--- config.mk ---
export PLATFORM = sky130hd
export DESIGN_NAME = cpu_mem_ctrl
export DESIGN_NICKNAME = d
export VERILOG_FILES = /design/src/verilog/common_pkg.sv /design/src/verilog/cpu_common_pkg.sv /design/src/verilog/cpu_mem_ctrl.sv
export SDC_FILE = /design/constraint.sdc
export NUM_CORES = 1
export LEC_CHECK = 0
export BUFFER_PORTS_ARGS = -buffer_cell sky130_fd_sc_hd__clkbuf_2
export CAP_MARGIN = 15
export CORE_AREA = 2 2 129 131
export DETAILED_ROUTE_END_ITERATION = 8
export DIE_AREA = 0 0 131 133
export PLACE_DENSITY = 0.76
export SLEW_MARGIN = 20
export SYNTH_ARGS = -nofsm -noshare
export SYNTH_HDL_FRONTEND = slang
export SYNTH_SLANG_ARGS = --single-unit
--- constraint.sdc ---
create_clock -name clk_i -period 2.1 [get_ports clk_i]
set_input_delay 0.42 -clock clk_i [delete_from_list [all_inputs] [get_ports clk_i]]
set_output_delay 0.42 -clock clk_i [all_outputs]
set_load 0.01 [all_outputs]
--- src/verilog/common_pkg.sv ---
package common;

// basic data and address word
typedef logic [31:0] word_t;

// architectural register index
typedef logic [4:0] regaddr_t;

// number of integer registers, x0 included
localparam int NUM_REGS = 32;

// pc carried by a bubble, a stage holding it is empty
localparam word_t NOP_PC = 32'hffff_ffff;

endpackage

--- src/verilog/cpu_common_pkg.sv ---
package cpu_common;

// major opcode field, ir[6:0]
typedef logic [6:0] opcode_t;

localparam opcode_t OPC_LOAD   = 7'b000_0011;
localparam opcode_t OPC_STORE  = 7'b010_0011;
localparam opcode_t OPC_OP     = 7'b011_0011;
localparam opcode_t OPC_OP_IMM = 7'b001_0011;
localparam opcode_t OPC_LUI    = 7'b011_0111;
localparam opcode_t OPC_AUIPC  = 7'b001_0111;
localparam opcode_t OPC_JAL    = 7'b110_1111;
localparam opcode_t OPC_JALR   = 7'b110_0111;

// memory access size, same encoding as funct3 of loads and stores
typedef enum logic [2:0] {
    MA_SIZE_B  = 3'd0,
    MA_SIZE_H  = 3'd1,
    MA_SIZE_W  = 3'd2,
    MA_SIZE_BU = 3'd4,
    MA_SIZE_HU = 3'd5
} ma_size_t;

// data memory geometry
localparam int DMEM_WORDS = 256;
localparam int DMEM_IDX_W = $clog2(DMEM_WORDS); // word index bits, taken from addr[9:2]

endpackage

--- src/verilog/cpu_mem_ctrl.sv ---
`timescale 1ns/1ps

module cpu_mem_ctrl (
        input  logic              clk_i,
        input  logic              rst_i,
        input  logic              issue_i,        // one retiring instruction this cycle
        input  common::word_t     pc_i,
        input  common::word_t     ir_i,
        input  common::word_t     addr_i,         // effective address
        input  common::word_t     store_data_i,
        input  common::word_t     alu_result_i,

        output common::word_t     dmem_addr_o,
        output common::word_t     dmem_wdata_o,
        output logic [3:0]        dmem_we_o,      // byte lane mask

        output common::word_t     wb_pc_o,
        output common::word_t     wb_ir_o,
        output common::word_t     wb_alu_data_o,
        output logic              wb_load_o,
        output logic              wb_en_o,
        output cpu_common::ma_size_t wb_ma_size_o,
        output logic [1:0]        wb_align_o
    );

import common::*;
import cpu_common::*;

opcode_t    opcode;
logic       dec_load;
logic       dec_store;
logic       dec_rd_write;
ma_size_t   dec_size;

// memory stage register
word_t      mem_pc;
word_t      mem_ir;
word_t      mem_addr;
word_t      mem_store_data;
word_t      mem_alu;
ma_size_t   mem_size;
logic       mem_load;
logic       mem_store;
logic       mem_rd_write;

always_comb begin
    opcode    = ir_i[6:0];
    dec_load  = (opcode == OPC_LOAD);
    // only SB, SH and SW count as stores
    dec_store = (opcode == OPC_STORE) && (ir_i[14:12] inside {3'd0, 3'd1, 3'd2});

    case (opcode)
        OPC_LOAD, OPC_OP, OPC_OP_IMM, OPC_LUI,
        OPC_AUIPC, OPC_JAL, OPC_JALR: dec_rd_write = 1'b1;
        default:                      dec_rd_write = 1'b0;
    endcase

    case (ir_i[14:12])
        3'd0:    dec_size = MA_SIZE_B;
        3'd1:    dec_size = MA_SIZE_H;
        3'd4:    dec_size = MA_SIZE_BU;
        3'd5:    dec_size = MA_SIZE_HU;
        default: dec_size = MA_SIZE_W;  // word, and reserved codes
    endcase
end

// control bits, a bubble on idle cycles
always_ff @(posedge clk_i) begin
    if (rst_i) begin
        mem_pc       <= NOP_PC;
        mem_load     <= 1'b0;
        mem_store    <= 1'b0;
        mem_rd_write <= 1'b0;
        wb_pc_o      <= NOP_PC;
        wb_load_o    <= 1'b0;
        wb_en_o      <= 1'b0;
    end else begin
        mem_pc       <= issue_i ? pc_i : NOP_PC;
        mem_load     <= issue_i && dec_load;
        mem_store    <= issue_i && dec_store;
        mem_rd_write <= issue_i && dec_rd_write;
        wb_pc_o      <= mem_pc;
        wb_load_o    <= mem_load;
        wb_en_o      <= mem_rd_write;
    end
end

// payload, don't care while a bubble passes
always_ff @(posedge clk_i) begin
    mem_ir         <= ir_i;
    mem_addr       <= addr_i;
    mem_store_data <= store_data_i;
    mem_alu        <= alu_result_i;
    mem_size       <= dec_size;

    wb_ir_o        <= mem_ir;
    wb_alu_data_o  <= mem_alu;
    wb_ma_size_o   <= mem_load ? mem_size : MA_SIZE_W;    // alu data passes unchanged
    wb_align_o     <= mem_load ? mem_addr[1:0] : 2'b00;
end

// lane mask and replicated store data
always_comb begin
    dmem_addr_o  = mem_addr;
    dmem_we_o    = 4'b0000;
    dmem_wdata_o = mem_store_data;
    if (mem_store) begin
        case (mem_size)
            MA_SIZE_B: begin
                dmem_we_o    = 4'b0001 << mem_addr[1:0];
                dmem_wdata_o = {4{mem_store_data[7:0]}};
            end
            MA_SIZE_H: begin
                dmem_we_o    = mem_addr[1] ? 4'b1100 : 4'b0011;
                dmem_wdata_o = {2{mem_store_data[15:0]}};
            end
            MA_SIZE_W: dmem_we_o = 4'b1111;
            default:   dmem_we_o = 4'b0000;
        endcase
    end
end

endmodule

==> results.py <==
metrics = {
    "run_status": {
        "outcome": "finished, violations left",
        "failed_checks": "setup timing",
    },
    "timing": {
        "fin_crit_sh": 1.06,
        "slew_violations": 0,
        "clock_skew_ps": 16.5,
        "setup-tns-final_ps": -1860,
        "grt_setup_unrepaired": "true",
        "max_freq_mhz": 449,
        "fin_hold_ws_ps": 22.4,
        "final-setup-viol-count": 20,
        "final_hold_viol_count": 0,
        "final.setup.worst_slack_ps": -129,
        "relSlewSlack": 0.782,
        "layout_min_cycle_time_ps": 2230,
        "worst_pin_slew_ps": 327,
    },
    "clock_network": {
        "clkLatencyLatePin_ps": 520,
        "clockBufferDepth": 3,
        "cts.reportedPaths.clkPinSlew_ps": 60,
        "numClockSinks": 269,
        "clk_root_buffer_cell": "sky130_fd_sc_hd__clkbuf_16",
        "cts-buffers-inserted": 26,
        "tritoncts": "built",
        "cts_htree_levels": 1,
    },
    "die": {
        "num_io_pins": 334,
        "std_cell_rows": 47,
        "y_dimension_of_the_die_um": 133,
        "die_w_um": 131,
        "die_area_um2": 17400,
        "start_util": 0.402,
        "placeableCoreArea_um2": 16200,
    },
    "global_route": {
        "grt_remaining_overflow": 0,
        "first_global_vias": 5005,
        "grt_antenna_before_repair": 1,
        "grt_util_all_layers": 0.195,
        "maximum_number_of_pins_on_one_net_before_global_route_repair": 35,
        "grt_pass1_wl_um": 25700,
    },
    "yosys": {
        "synth-compound-area-share": 0.0158,
        "share_of_the_yosys_chip_area_belonging_to_registers": 0.828,
        "combinational_family_with_the_most_area_after_synthesis": "simple AND/OR/NAND/NOR gates",
        "post_synth_inst_count": 428,
        "synth_mux_area_frac": 0.0423,
        "synth-seq-cells": 269,
        "ys.warnings.count": 0,
        "syn_area_cell_um2": 15.2,
        "synth.distinct_cells": 28,
        "synth_xor_area_frac": 0,
        "post_synth_fa_ha_maj_area_fraction": 0,
        "synthesis.nets": 591,
        "synthesis.area_um2": 6500,
        "synthSimpleGateAreaFrac": 0.0935,
    },
    "layout": {
        "most-common-layout-cells": "sky130_fd_sc_hd__clkbuf_2, sky130_fd_sc_hd__dfxtp_1, sky130_fd_sc_hd__dlygate4sd3_1, sky130_fd_sc_hd__or2_2, sky130_fd_sc_hd__clkbuf_16",
        "area_delta_synth_final_pct": 63.8,
        "layout-drive-gt1-share": 0.498,
        "mostFrequentLayoutCell": "sky130_fd_sc_hd__clkbuf_2",
        "finalNetCount": 1060,
    },
    "routing": {
        "via_count": 4738,
        "wirelength_um": 18300,
        "drtIter0Drc": 131,
        "vias_per_cell": 4.17,
        "detail_route.drc_violations": 0,
        "count_of_nets_left_with_antenna_violations_after_detail_routing": 0,
        "drt_pass1_iterations": 4,
        "drt-wirelength-per-cell_um": 16.1,
    },
    "place": {
        "place.detailed.hpwl_um": 10700,
        "final_weighted_congestion_in_routability_driven_placement": 0.759,
        "io_buffer_count": 333,
    },
    "power": {
        "power.switching_fraction": 0.207,
        "static-leakage-power_nw": 5.00,
        "switchingPower_mw": 2.24,
        "p_int_mw": 8.57,
        "share_comb_of_total_power": 0.066,
        "sequentialPowerShare": 0.503,
        "vdd_ir_drop_max_mv": 0.990,
        "powerDensity_nw_per_um2": 1010,
        "clkPwrFrac": 0.430,
    },
    "setup_path": {
        "worst_ep_arrival_time_ps": 1810,
        "worstSetupPathType": "register to output port",
        "setup.worst_path.start_class": "register",
        "timing.critical_path.fanout_max": 8,
        "crit_required_ps": 1680,
        "endpoint_kind": "output port",
    },
    "flow_run": {
        "cap_viol_max_count": 0,
    },
    "worst_hold_path": {
        "hold_class": "input port to register",
    },
}
## cells by family (layout without fill, tap and decap cells)
logic type,Yosys count,in the layout
DFF,269,269
and+or+nand+nor,95,95
muxes,24,24
buffers and inverters,22,508
AOI/OAI and AO/OA,18,18
other,0,1
## sequential cells by signal, summed over array words and instances (netlist names), 2 cells and up
| name | count |
|---|---|
| wb_ir_o | 32 |
| wb_align_o | 2 |
| wb_alu_data_o | 32 |
| mem_pc | 32 |
| wb_ma_size_o | 3 |
| wb_pc_o | 32 |
| mem_size | 3 |
| mem_alu | 32 |
| mem_store_data | 32 |
| mem_ir | 32 |
| dmem_addr_o | 32 |
## through the flow
step           utilization  instance area [um2]  power, mW  setup slack [ps]  cells
6_report             0.659                10700       10.8              -129   1135
5_1_grt              0.659                10700       11.2              -223   1135
4_1_cts              0.649                10500       10.8              -147   1128
3_5_place_dp         0.517                 8370       6.03               268    966
3_3_place_gp         0.517                 8370       6.01               273    966
2_1_floorplan            -                 6500       5.70               470    428
## synthesized netlist by cell type
cell	instances	area, um2
sky130_fd_sc_hd__nor2b_2	1	8.76
sky130_fd_sc_hd__mux2_2	12	135
sky130_fd_sc_hd__inv_1	3	11.3
sky130_fd_sc_hd__nor4_1	1	6.26
sky130_fd_sc_hd__buf_2	1	5.00
sky130_fd_sc_hd__nor2b_1	4	25.0
sky130_fd_sc_hd__nand3_1	1	5.00
sky130_fd_sc_hd__buf_6	2	22.5
sky130_fd_sc_hd__nand2b_1	21	131
sky130_fd_sc_hd__buf_4	9	67.6
sky130_fd_sc_hd__mux2_4	4	60.1
sky130_fd_sc_hd__nor3_4	1	16.3
sky130_fd_sc_hd__nor2_1	13	48.8
sky130_fd_sc_hd__clkbuf_1	7	26.3
sky130_fd_sc_hd__nor3b_4	1	18.8
sky130_fd_sc_hd__a2111oi_2	1	15.0
sky130_fd_sc_hd__or2b_1	12	90.1
sky130_fd_sc_hd__mux2i_1	8	80.1
sky130_fd_sc_hd__nand2_1	1	3.75
sky130_fd_sc_hd__dfxtp_1	269	5390
sky130_fd_sc_hd__and2_1	4	25.0
sky130_fd_sc_hd__o21ai_0	3	15.0
sky130_fd_sc_hd__a21oi_1	13	65.1
sky130_fd_sc_hd__nand2b_4	1	13.8
sky130_fd_sc_hd__nand4_1	1	6.26
sky130_fd_sc_hd__nand4b_1	1	8.76
sky130_fd_sc_hd__or2_2	32	200
sky130_fd_sc_hd__a21o_1	1	7.51
## area by class of cell
class | instances | area, um2
multi-input cells | 137 | 1070
well taps | 220 | 275
fillers | 1102 | 5520
clock buffers | 38 | 776
repair buffers | 460 | 3030
flip-flops and latches | 269 | 5390
diodes | 1 | 2.50
inverters | 3 | 11.3
clock inverters | 7 | 100
## layer usage
layer | wire [um] | GRT usage | part of all wire | up-vias
li1 | - | - | - | 2280
met1 | 5950 | 0.184 | 0.33 | 2171
met2 | 10100 | 0.371 | 0.55 | 237
met3 | 1560 | 0.0687 | 0.086 | 50
met4 | 686 | 0.0792 | 0.038 | 0
met5 | 0 | 0 | 0 | -
## power by group through the flow
stage / Combinational (mW) / Sequential (mW) / Clock, mW
final: 0.718 / 5.43 / 4.65
after floorplan: 0.124 / 5.57 / 0
after CTS: 0.666 / 5.42 / 4.71
after global routing: 0.769 / 5.45 / 4.95
after global placement: 0.481 / 5.52 / 0
after detailed placement: 0.491 / 5.54 / 0
## worst max-delay path: stages (launching register included)
cell	delay, ps
sky130_fd_sc_hd__dfxtp_4	350
sky130_fd_sc_hd__buf_6	120
sky130_fd_sc_hd__nor3_4	210
sky130_fd_sc_hd__buf_12	170
sky130_fd_sc_hd__mux2_4	320
sky130_fd_sc_hd__buf_6	130
## final timing paths
| check | startpoint | to | slack (ps) | cells after the start |
|---|---|---|---|---|
| worst min-delay path | ir_i[9] | mem_ir[9]$_DFF_P_ | 20 | 1 |
| worst min register to register | mem_ir[24]$_DFF_P_ | wb_ir_o[24]$_DFF_P_ | 320 | 0 |
| worst max-delay path | mem_size[1]$_DFF_P_ | dmem_wdata_o[9] | -130 | 5 |
| worst max register to register | mem_size[1]$_DFF_P_ | wb_ma_size_o[1]$_SDFF_PN1_ | 1230 | 4 |
## what timing repair did
| item | in CTS | in global routing |
|---|---|---|
| setup buffers | 6 | 6 |
| resized for setup | 18 | 60 |
| pin swaps | 2 | 2 |
| cloned | 2 | 0 |
| hold buffers | 109 | 3 |
| setup endpoints to repair | 24 | 28 |
| endpoints found under the hold margin | 109 | 3 |
No activity file was read; power rests on OpenSTA's default activity.
