`config.mk`:
```
export PLATFORM = sky130hd
export DESIGN_NAME = cpu_wb
export DESIGN_NICKNAME = d
export VERILOG_FILES = /design/src/verilog/common_pkg.sv /design/src/verilog/cpu_common_pkg.sv /design/src/verilog/cpu_wb.sv
export SDC_FILE = /design/constraint.sdc
export NUM_CORES = 1
export LEC_CHECK = 0
export BUFFER_PORTS_ARGS = -buffer_cell sky130_fd_sc_hd__buf_2
export CAP_MARGIN = 10
export CORE_AREA = 2 2 67 69
export DETAILED_ROUTE_END_ITERATION = 6
export DIE_AREA = 0 0 69 71
export GPL_TIMING_DRIVEN = 0
export PLACE_DENSITY = 0.75
export RECOVER_POWER = 25
export SLEW_MARGIN = 10
export SYNTH_ARGS = -nofsm -noshare
export SYNTH_HDL_FRONTEND = slang
export SYNTH_SLANG_ARGS = --single-unit
```
`constraint.sdc`:
```
create_clock -name vclk -period 3.6
set_input_delay 0.18 -clock vclk [all_inputs]
set_output_delay 0.18 -clock vclk [all_outputs]
set_load 0.03 [all_outputs]
```
`src/verilog/common_pkg.sv`:
```
package common;

// basic data and address word
typedef logic [31:0] word_t;

// architectural register index
typedef logic [4:0] regaddr_t;

// number of integer registers, x0 included
localparam int NUM_REGS = 32;

// pc carried by a bubble, a stage holding it is empty
localparam word_t NOP_PC = 32'hffff_ffff;

endpackage

```
`src/verilog/cpu_common_pkg.sv`:
```
package cpu_common;

// major opcode field, ir[6:0]
typedef logic [6:0] opcode_t;

localparam opcode_t OPC_LOAD   = 7'b000_0011;
localparam opcode_t OPC_STORE  = 7'b010_0011;
localparam opcode_t OPC_OP     = 7'b011_0011;
localparam opcode_t OPC_OP_IMM = 7'b001_0011;
localparam opcode_t OPC_LUI    = 7'b011_0111;
localparam opcode_t OPC_AUIPC  = 7'b001_0111;
localparam opcode_t OPC_JAL    = 7'b110_1111;
localparam opcode_t OPC_JALR   = 7'b110_0111;

// memory access size, same encoding as funct3 of loads and stores
typedef enum logic [2:0] {
    MA_SIZE_B  = 3'd0,
    MA_SIZE_H  = 3'd1,
    MA_SIZE_W  = 3'd2,
    MA_SIZE_BU = 3'd4,
    MA_SIZE_HU = 3'd5
} ma_size_t;

// data memory geometry
localparam int DMEM_WORDS = 256;
localparam int DMEM_IDX_W = $clog2(DMEM_WORDS); // word index bits, taken from addr[9:2]

endpackage

```
`src/verilog/cpu_wb.sv`:
```
`timescale 1ns/1ps

module cpu_wb (
        input  common::word_t        dmem_read_data_i, // registered memory word
        input  common::word_t        pc_i,
        input  common::word_t        ir_i,
        input  common::word_t        wb_data_i,        // alu result
        input  logic                 load_i,
        input  logic                 wb_valid_i,
        input  cpu_common::ma_size_t ma_size_i,
        input  logic [1:0]           ma_alignment_i,   // byte offset of the access
        output common::regaddr_t     wb_addr_o,
        output common::word_t        wb_data_o,
        output logic                 wb_valid_o,
        output logic                 empty_o
    );

import common::*;
import cpu_common::*;

word_t raw_w;
word_t shifted_w;

always_comb begin
    raw_w = load_i ? dmem_read_data_i : wb_data_i;

    // bring the addressed byte down to lane 0
    case (ma_alignment_i)
        2'b00: shifted_w = raw_w;
        2'b01: shifted_w = {8'b0, raw_w[31:8]};
        2'b10: shifted_w = {16'b0, raw_w[31:16]};
        2'b11: shifted_w = {24'b0, raw_w[31:24]};
    endcase

    case (ma_size_i)
        MA_SIZE_B:  wb_data_o = {{24{shifted_w[7]}}, shifted_w[7:0]};
        MA_SIZE_H:  wb_data_o = {{16{shifted_w[15]}}, shifted_w[15:0]};
        MA_SIZE_BU: wb_data_o = {24'b0, shifted_w[7:0]};
        MA_SIZE_HU: wb_data_o = {16'b0, shifted_w[15:0]};
        default:    wb_data_o = shifted_w;  // word
    endcase

    wb_addr_o  = ir_i[11:7];    // rd
    wb_valid_o = wb_valid_i;
    empty_o    = (pc_i == NOP_PC);
end

endmodule

```
==> qor.csv, run 1 <==
metric,value,unit
antenna_found_initial,0,
synth_cell_types,25,
remaining_drc_errors,0,
finalCritPeriodShare,0.6198,
layout.nets,412,
synth.most_common_cell,mux2i_1,
syn-num-nets,271,
rows,24,
fin_ws,1.369,ns
first_global_vias,1547,
crit_path_end_kind,output pin,
firstDrtPassIters,4,
setup_tns,0,ns
via_per_inst,5.061,
post-cts-setup-buffers,0,
initial_core_util,0.2560,
num_antenna_cells,0,
max_freq,448.2,MHz
ctsResizeCount,0,
hold_ws,0.6615,ns
highest_layer,met4,
dp_hpwl,4.238,mm
arrival,2.05,ns
synth.avg_cell_area,7.912,um2
hold_class,input pin to output pin,
design.seq.count,0,
drive_gt1_frac,0.5855,
power_leakage,0.9547,nW
io_buffers,139,
core_area,0.004204,mm2
vias,1655,
syn_area,0.001076,mm2
ir_drop,0.04494,mV
drt_iter0_drc,51,
yosysSeqAreaShare,0,
grt_start_max_net_pins,11,
slew_viol_final,0,
place.gp.congestion,0.8699,
rsz0062_at_grt,no,
die_h,71,um
netlist_instances,136,
hold_viol,0,
postCtsHoldBufs,0,
wl_met3,478,um
wl_met2,2.484,mm
wl_per_cell,14.46,um
crit_path_start_kind,input pin,
status,"complete, no violations",
drv_cap,0,
routed_wl,4.730,mm
yosys-top-cells-area,"mux2i_1, mux2_2, o21ai_0",
worstPathRequired,3.42,ns
met1Wirelength,1.752,mm
period_minus_slack,2.231,ns
yosysTopAreaCellShare,0.2140,
pre_cts_slack,1.387,ns
ff_latch_area,0,um2
area.growth.synth_to_final,69.65,%
grt_util_all_layers,0.1766,
grt_pass1_wl,7.245,mm
setup_viol,0,
die_w,69,um
path_class,input pin to output pin,
crit_fanout,10,
drtAntennaViolNets,0,
max_slew_margin,0.6870,
yosys.area.top_type,mux2i_1,
clkbuf_count,0,
synth_common_cells,"mux2i_1, o21ai_0, mux2_2",
yosys_warnings,0,
power.density,172.3,mW/mm2
dieArea,0.004899,mm2
grt.overflow.total,0,
ios,174,
tightest_slew,0.4694,ns
worst paths after layout:
kind / slack (ns) / start / end / cells after the start
worst max-delay path: 1.37 / ma_alignment_i[0] / wb_data_o[21] / 8
worst min-delay path: 0.66 / ir_i[9] / wb_addr_o[2] / 2
kinds of logic after synthesis:
group	share of synthesized area
AOI/OAI and AO/OA	0.3233
muxes	0.4442
and+or+nand+nor	0.1267
buffers and inverters	0.1058
worst max-delay path: stages:
cell and delay [ns]:
buf_2 0.11, buf_2 0.17, inv_1 0.21, mux4_2 0.60
a32oi_4 0.30, buf_6 0.19, o221ai_2 0.09, buf_2 0.20
through the flow:
| step | total power [mW] | util | cells | instance area [um2] |
|---|---|---|---|---|
| after detailed placement | 0.3180 | 0.4369 | 327 | 1837 |
| after CTS | 0.3189 | 0.4369 | 327 | 1837 |
| after global placement | 0.3145 | 0.4369 | 327 | 1837 |
| after floorplan | 0.1992 | - | 136 | 1076 |
| after global routing | 0.3384 | 0.4342 | 327 | 1826 |
| final | 0.3146 | 0.4342 | 327 | 1826 |
power breakdown:
part,internal (mW),total (mW),switching [mW]
combinational,0.127,0.315,0.188
clock,0,0,0
sequential,0,0,0
total,0.127,0.315,0.188
layout make-up:
type	count	area [um2]
fillers	436	2379
multi-input cells	117	962.2
repair buffers	139	684.4
plain buffers	18	110.1
well taps	52	65.06
inverters	1	3.754
layer usage:
layer / up-vias / track usage
li1: 820 / -
met1: 723 / 0.1884
met2: 110 / 0.3697
met3: 2 / 0.03419
met4: 0 / 0.008715
met5: - / 0
placed cells by master, fill, tap and decap left out, types with 4 or more instances in the layout:
cell / n
buf_2: 134
mux2i_1: 23
o21ai_0: 15
mux2_2: 14
clkbuf_1: 13
nand2_1: 10
o21ai_1: 8
nand4_1: 8
o22a_1: 7
o211ai_1: 7
o221ai_1: 6
buf_4: 6
mux2_1: 4
nor2_1: 4
(Power assumes the default switching activity.)
==> run 2, diff against run 1 <==
CORE_AREA = default   (was 2 2 67 69)
CORE_MARGIN = 2   (was default)
CORE_UTILIZATION = 27   (was default)
DIE_AREA = default   (was 0 0 69 71)
PLACE_DENSITY = 0.81   (was 0.75)
clock period = 1.8 ns   (was 3.6 ns; I/O delays follow)
==> qor.csv, run 2 (synthesis gave the netlist of run 1 again) <==
metric,value,unit
dieArea,0.004506,mm2
crit_path_end_kind,output pin,
grt.overflow.total,0,
grt_util_all_layers,0.1969,
design.seq.count,0,
seq_power_share,0,
setup_viol,14,
core_area,0.003744,mm2
area.growth.synth_to_final,97.67,%
final_cell_mix,"buf_2, mux2i_1, buf_4, mux2_2, buf_6",
die_h,67.13,um
crit_path_start_kind,input pin,
clkPwrFrac,0,
drive_gt1_frac,0.6986,
power_leakage,1.076,nW
rows,22,
swShare,0.5540,
nFillCells,332,
remaining_drc_errors,0,
grt_start_max_net_pins,11,
drv_cap,0,
total_power,0.7519,mW
num_antenna_cells,0,
drtAntennaViolNets,0,
ir_drop,0.1085,mV
firstDrtPassIters,4,
fin_ws,-0.07464,ns
finalCritPeriodShare,1.041,
internal-power,0.3354,mW
slew_viol_final,0,
final_util,0.5682,
max_slew_margin,0.6261,
via_per_inst,5.124,
period_minus_slack,1.875,ns
tightest_slew,0.5592,ns
max_freq,533.4,MHz
vias,1691,
antenna_found_initial,0,
layout.nets,419,
dp_cells,323,
hold_ws,0.4354,ns
p_sw,0.4166,mW
layout_commonest_cell,buf_2,
hold_class,input pin to output pin,
status,"finished, violations left",
multi_input_area,0.001070,mm2
worstPathRequired,1.71,ns
grt_pass1_wl,6.962,mm
io_buffers,139,
postCtsHoldBufs,0,
violations,negative setup slack,
ff_latch_area,0,um2
p_comb_frac,1.000,
dp_hpwl,3.994,mm
place.gp.congestion,0.8554,
hold_viol,0,
arrival,1.78,ns
die_w,67.13,um
final_cell_count_no_fill,330,
ios,174,
wl_per_cell,15.13,um
rsz0062_at_grt,yes,
routed_wl,4.993,mm
pre_cts_slack,-0.2545,ns
crit_fanout,8,
drt_iter0_drc,51,
initial_core_util,0.2874,
power.density,353.5,mW/mm2
path_class,input pin to output pin,
first_global_vias,1508,
clkbuf_count,0,
run 2: changes by cell type in the layout (fill, tap and decap cells not counted), moves of 4 or more:
cell	previous run	this run
mux2_4	0	4
clkbuf_1	13	7
buf_6	2	14
buf_2	134	121
buf_4	6	15
o21ai_0	15	8
o21ai_2	0	7
o221ai_2	2	6
mux2_1	4	0
o221ai_1	6	1
run 2: final cells by class:
class / instances / share of cell area
multi-input cells: 117 / 0.5029
repair buffers: 146 / 0.4018
plain buffers: 18 / 0.06294
well taps: 48 / 0.02824
inverters: 1 / 0.004118
run 2: final timing paths:
kind	slack, ns	from	end	cells past startpoint
min	0.44	ir_i[8]	wb_addr_o[1]	2
max	-0.07	load_i	wb_data_o[16]	8
run 2: power groups by stage:
| stage | sequential, mW | combinational, mW | clock (mW) |
|---|---|---|---|
| 2_1_floorplan | 0 | 0.403 | 0 |
| 3_3_place_gp | 0 | 0.632 | 0 |
| 3_5_place_dp | 0 | 0.640 | 0 |
| 4_1_cts | 0 | 0.726 | 0 |
| 5_1_grt | 0 | 0.799 | 0 |
| 6_report | 0 | 0.752 | 0 |
run 2: per-layer routing:
metal / up-vias / routed length (um) / GRT usage
li1: 834 / - / -
met1: 754 / 2003 / 0.2294
met2: 101 / 2487 / 0.3874
met3: 2 / 481 / 0.03333
met4: 0 / 21 / 0.01276
met5: - / 0 / 0
run 2: stage by stage:
step                area, um2  setup TNS [ns]
floorplan                1080         -0.8403
global placement         1836          -3.225
detailed placement       1836          -3.756
CTS                      2061         -0.4287
global route             2127          -1.086
finish                   2127         -0.4008
run 2: timing repair:
| item | in CTS | in global routing |
|---|---|---|
| endpoints found under the setup margin | 26 | 25 |
| gates cloned | 1 | 0 |
| buffers inserted | 2 | 4 |
| pin swaps | 1 | 1 |
| resized for setup | 55 | 14 |
run 2: worst max-delay path, stage by stage:
cell and delay (ns):
buf_12 0.12, mux2_4 0.30, mux4_2 0.52, a32oi_4 0.20
buf_12 0.16, buf_8 0.12, o221ai_4 0.10, buf_6 0.17
==> run 3, diff against run 2 <==
ABC_CLOCK_PERIOD_IN_PS = 1800   (was default)
GPL_TIMING_DRIVEN = default   (was 0)
==> qor.csv, run 3 (synthesis gave the netlist of run 1 again) <==
metric,value,unit
max_freq,535.4,MHz
via_per_inst,5.271,
grt_start_max_net_pins,23,
ios,174,
place.gp.congestion,0.7894,
path_delay_family,multiplexers,
die_h,67.13,um
wl_per_cell,15.05,um
finalCritPeriodShare,1.038,
initial_core_util,0.2874,
rows,22,
layout.nets,410,
power_leakage,1.060,nW
area.growth.synth_to_final,90.35,%
path_class,input pin to output pin,
grt.overflow.total,0,
period_minus_slack,1.868,ns
io_buffers,135,
setup_viol,16,
placed_area,0.001846,mm2
crit_fanout,8,
worst-path-buf-inv,3,
slew_viol_final,0,
cp_slowest_cell,mux4_2,
power.density,350.7,mW/mm2
postCtsHoldBufs,0,
dieArea,0.004506,mm2
max_slew_margin,0.5130,
routed_wl,4.831,mm
ir_drop,0.1202,mV
final_cell_mix,"buf_2, buf_4, mux2i_1, mux2_2, o21ai_1",
dp_hpwl,3.901,mm
drtAntennaViolNets,0,
firstDrtPassIters,4,
hold_class,input pin to output pin,
crit_chain,buf_12 -> mux2_4 -> mux4_2 -> a32oi_4 -> clkbuf_16 -> o21ai_1 -> buf_4,
crit_path_end_kind,output pin,
fin_area,0.002048,mm2
first_global_vias,1476,
design.seq.count,0,
grt_util_all_layers,0.1908,
rsz0062_at_grt,yes,
critPathMaxStageDelay,0.52,ns
layout_commonest_cell,buf_2,
pre_cts_slack,-0.2010,ns
hold_ws,0.1800,ns
arrival,1.78,ns
clkbuf_count,0,
num_antenna_cells,0,
status,"finished, violations left",
hold_viol,0,
vias,1692,
setup_tns,-0.7099,ns
final_util,0.5471,
remaining_drc_errors,0,
grt_pass1_wl,6.720,mm
antenna_found_initial,0,
worstPathRequired,1.71,ns
violations,negative setup slack,
drive_gt1_frac,0.6850,
drv_cap,0,
crit_path_start_kind,input pin,
core_area,0.003744,mm2
drt_iter0_drc,49,
tightest_slew,0.7287,ns
ff_latch_area,0,um2
fin_ws,-0.06763,ns
die_w,67.13,um
## run 3: path summary, 6_finish.rpt
| path | from | to | slack [ns] | cells after the start |
|---|---|---|---|---|
| hold / removal | ir_i[10] | wb_addr_o[3] | 0.18 | 0 |
| setup / recovery | load_i | wb_data_o[31] | -0.07 | 7 |
## run 3: timing repair
item	CTS	global route
endpoints found under the setup margin	18	22
pin swaps	1	1
gates cloned	1	0
setup buffers	2	0
endpoints found under the hold margin	0	0
resized for setup	41	4
## run 3: cell type report
class / instances / area, um2
well taps: 48 / 60.06
inverters: 1 / 3.754
repair buffers: 155 / 948.4
multi-input cells: 117 / 1036
fillers: 359 / 1695
## run 3: metal layers
| layer | part of all wire | GRT usage |
|---|---|---|
| met5 | 0 | 0 |
| met4 | 0.010 | 0.02296 |
| met3 | 0.098 | 0.02333 |
| met2 | 0.50 | 0.3688 |
| met1 | 0.39 | 0.2287 |
## run 3: power by group
part	switching, mW	internal [mW]	leakage [nW]
clock	0	0	0
combinational	0.389	0.329	1.06
sequential	0	0	0
total	0.389	0.329	1.06
## run 3: through the flow
step	power [mW]	instances
2_1_floorplan	0.4027	136
3_3_place_gp	0.6262	318
3_5_place_dp	0.6360	318
4_1_cts	0.7148	321
5_1_grt	0.7642	321
6_report	0.7182	321
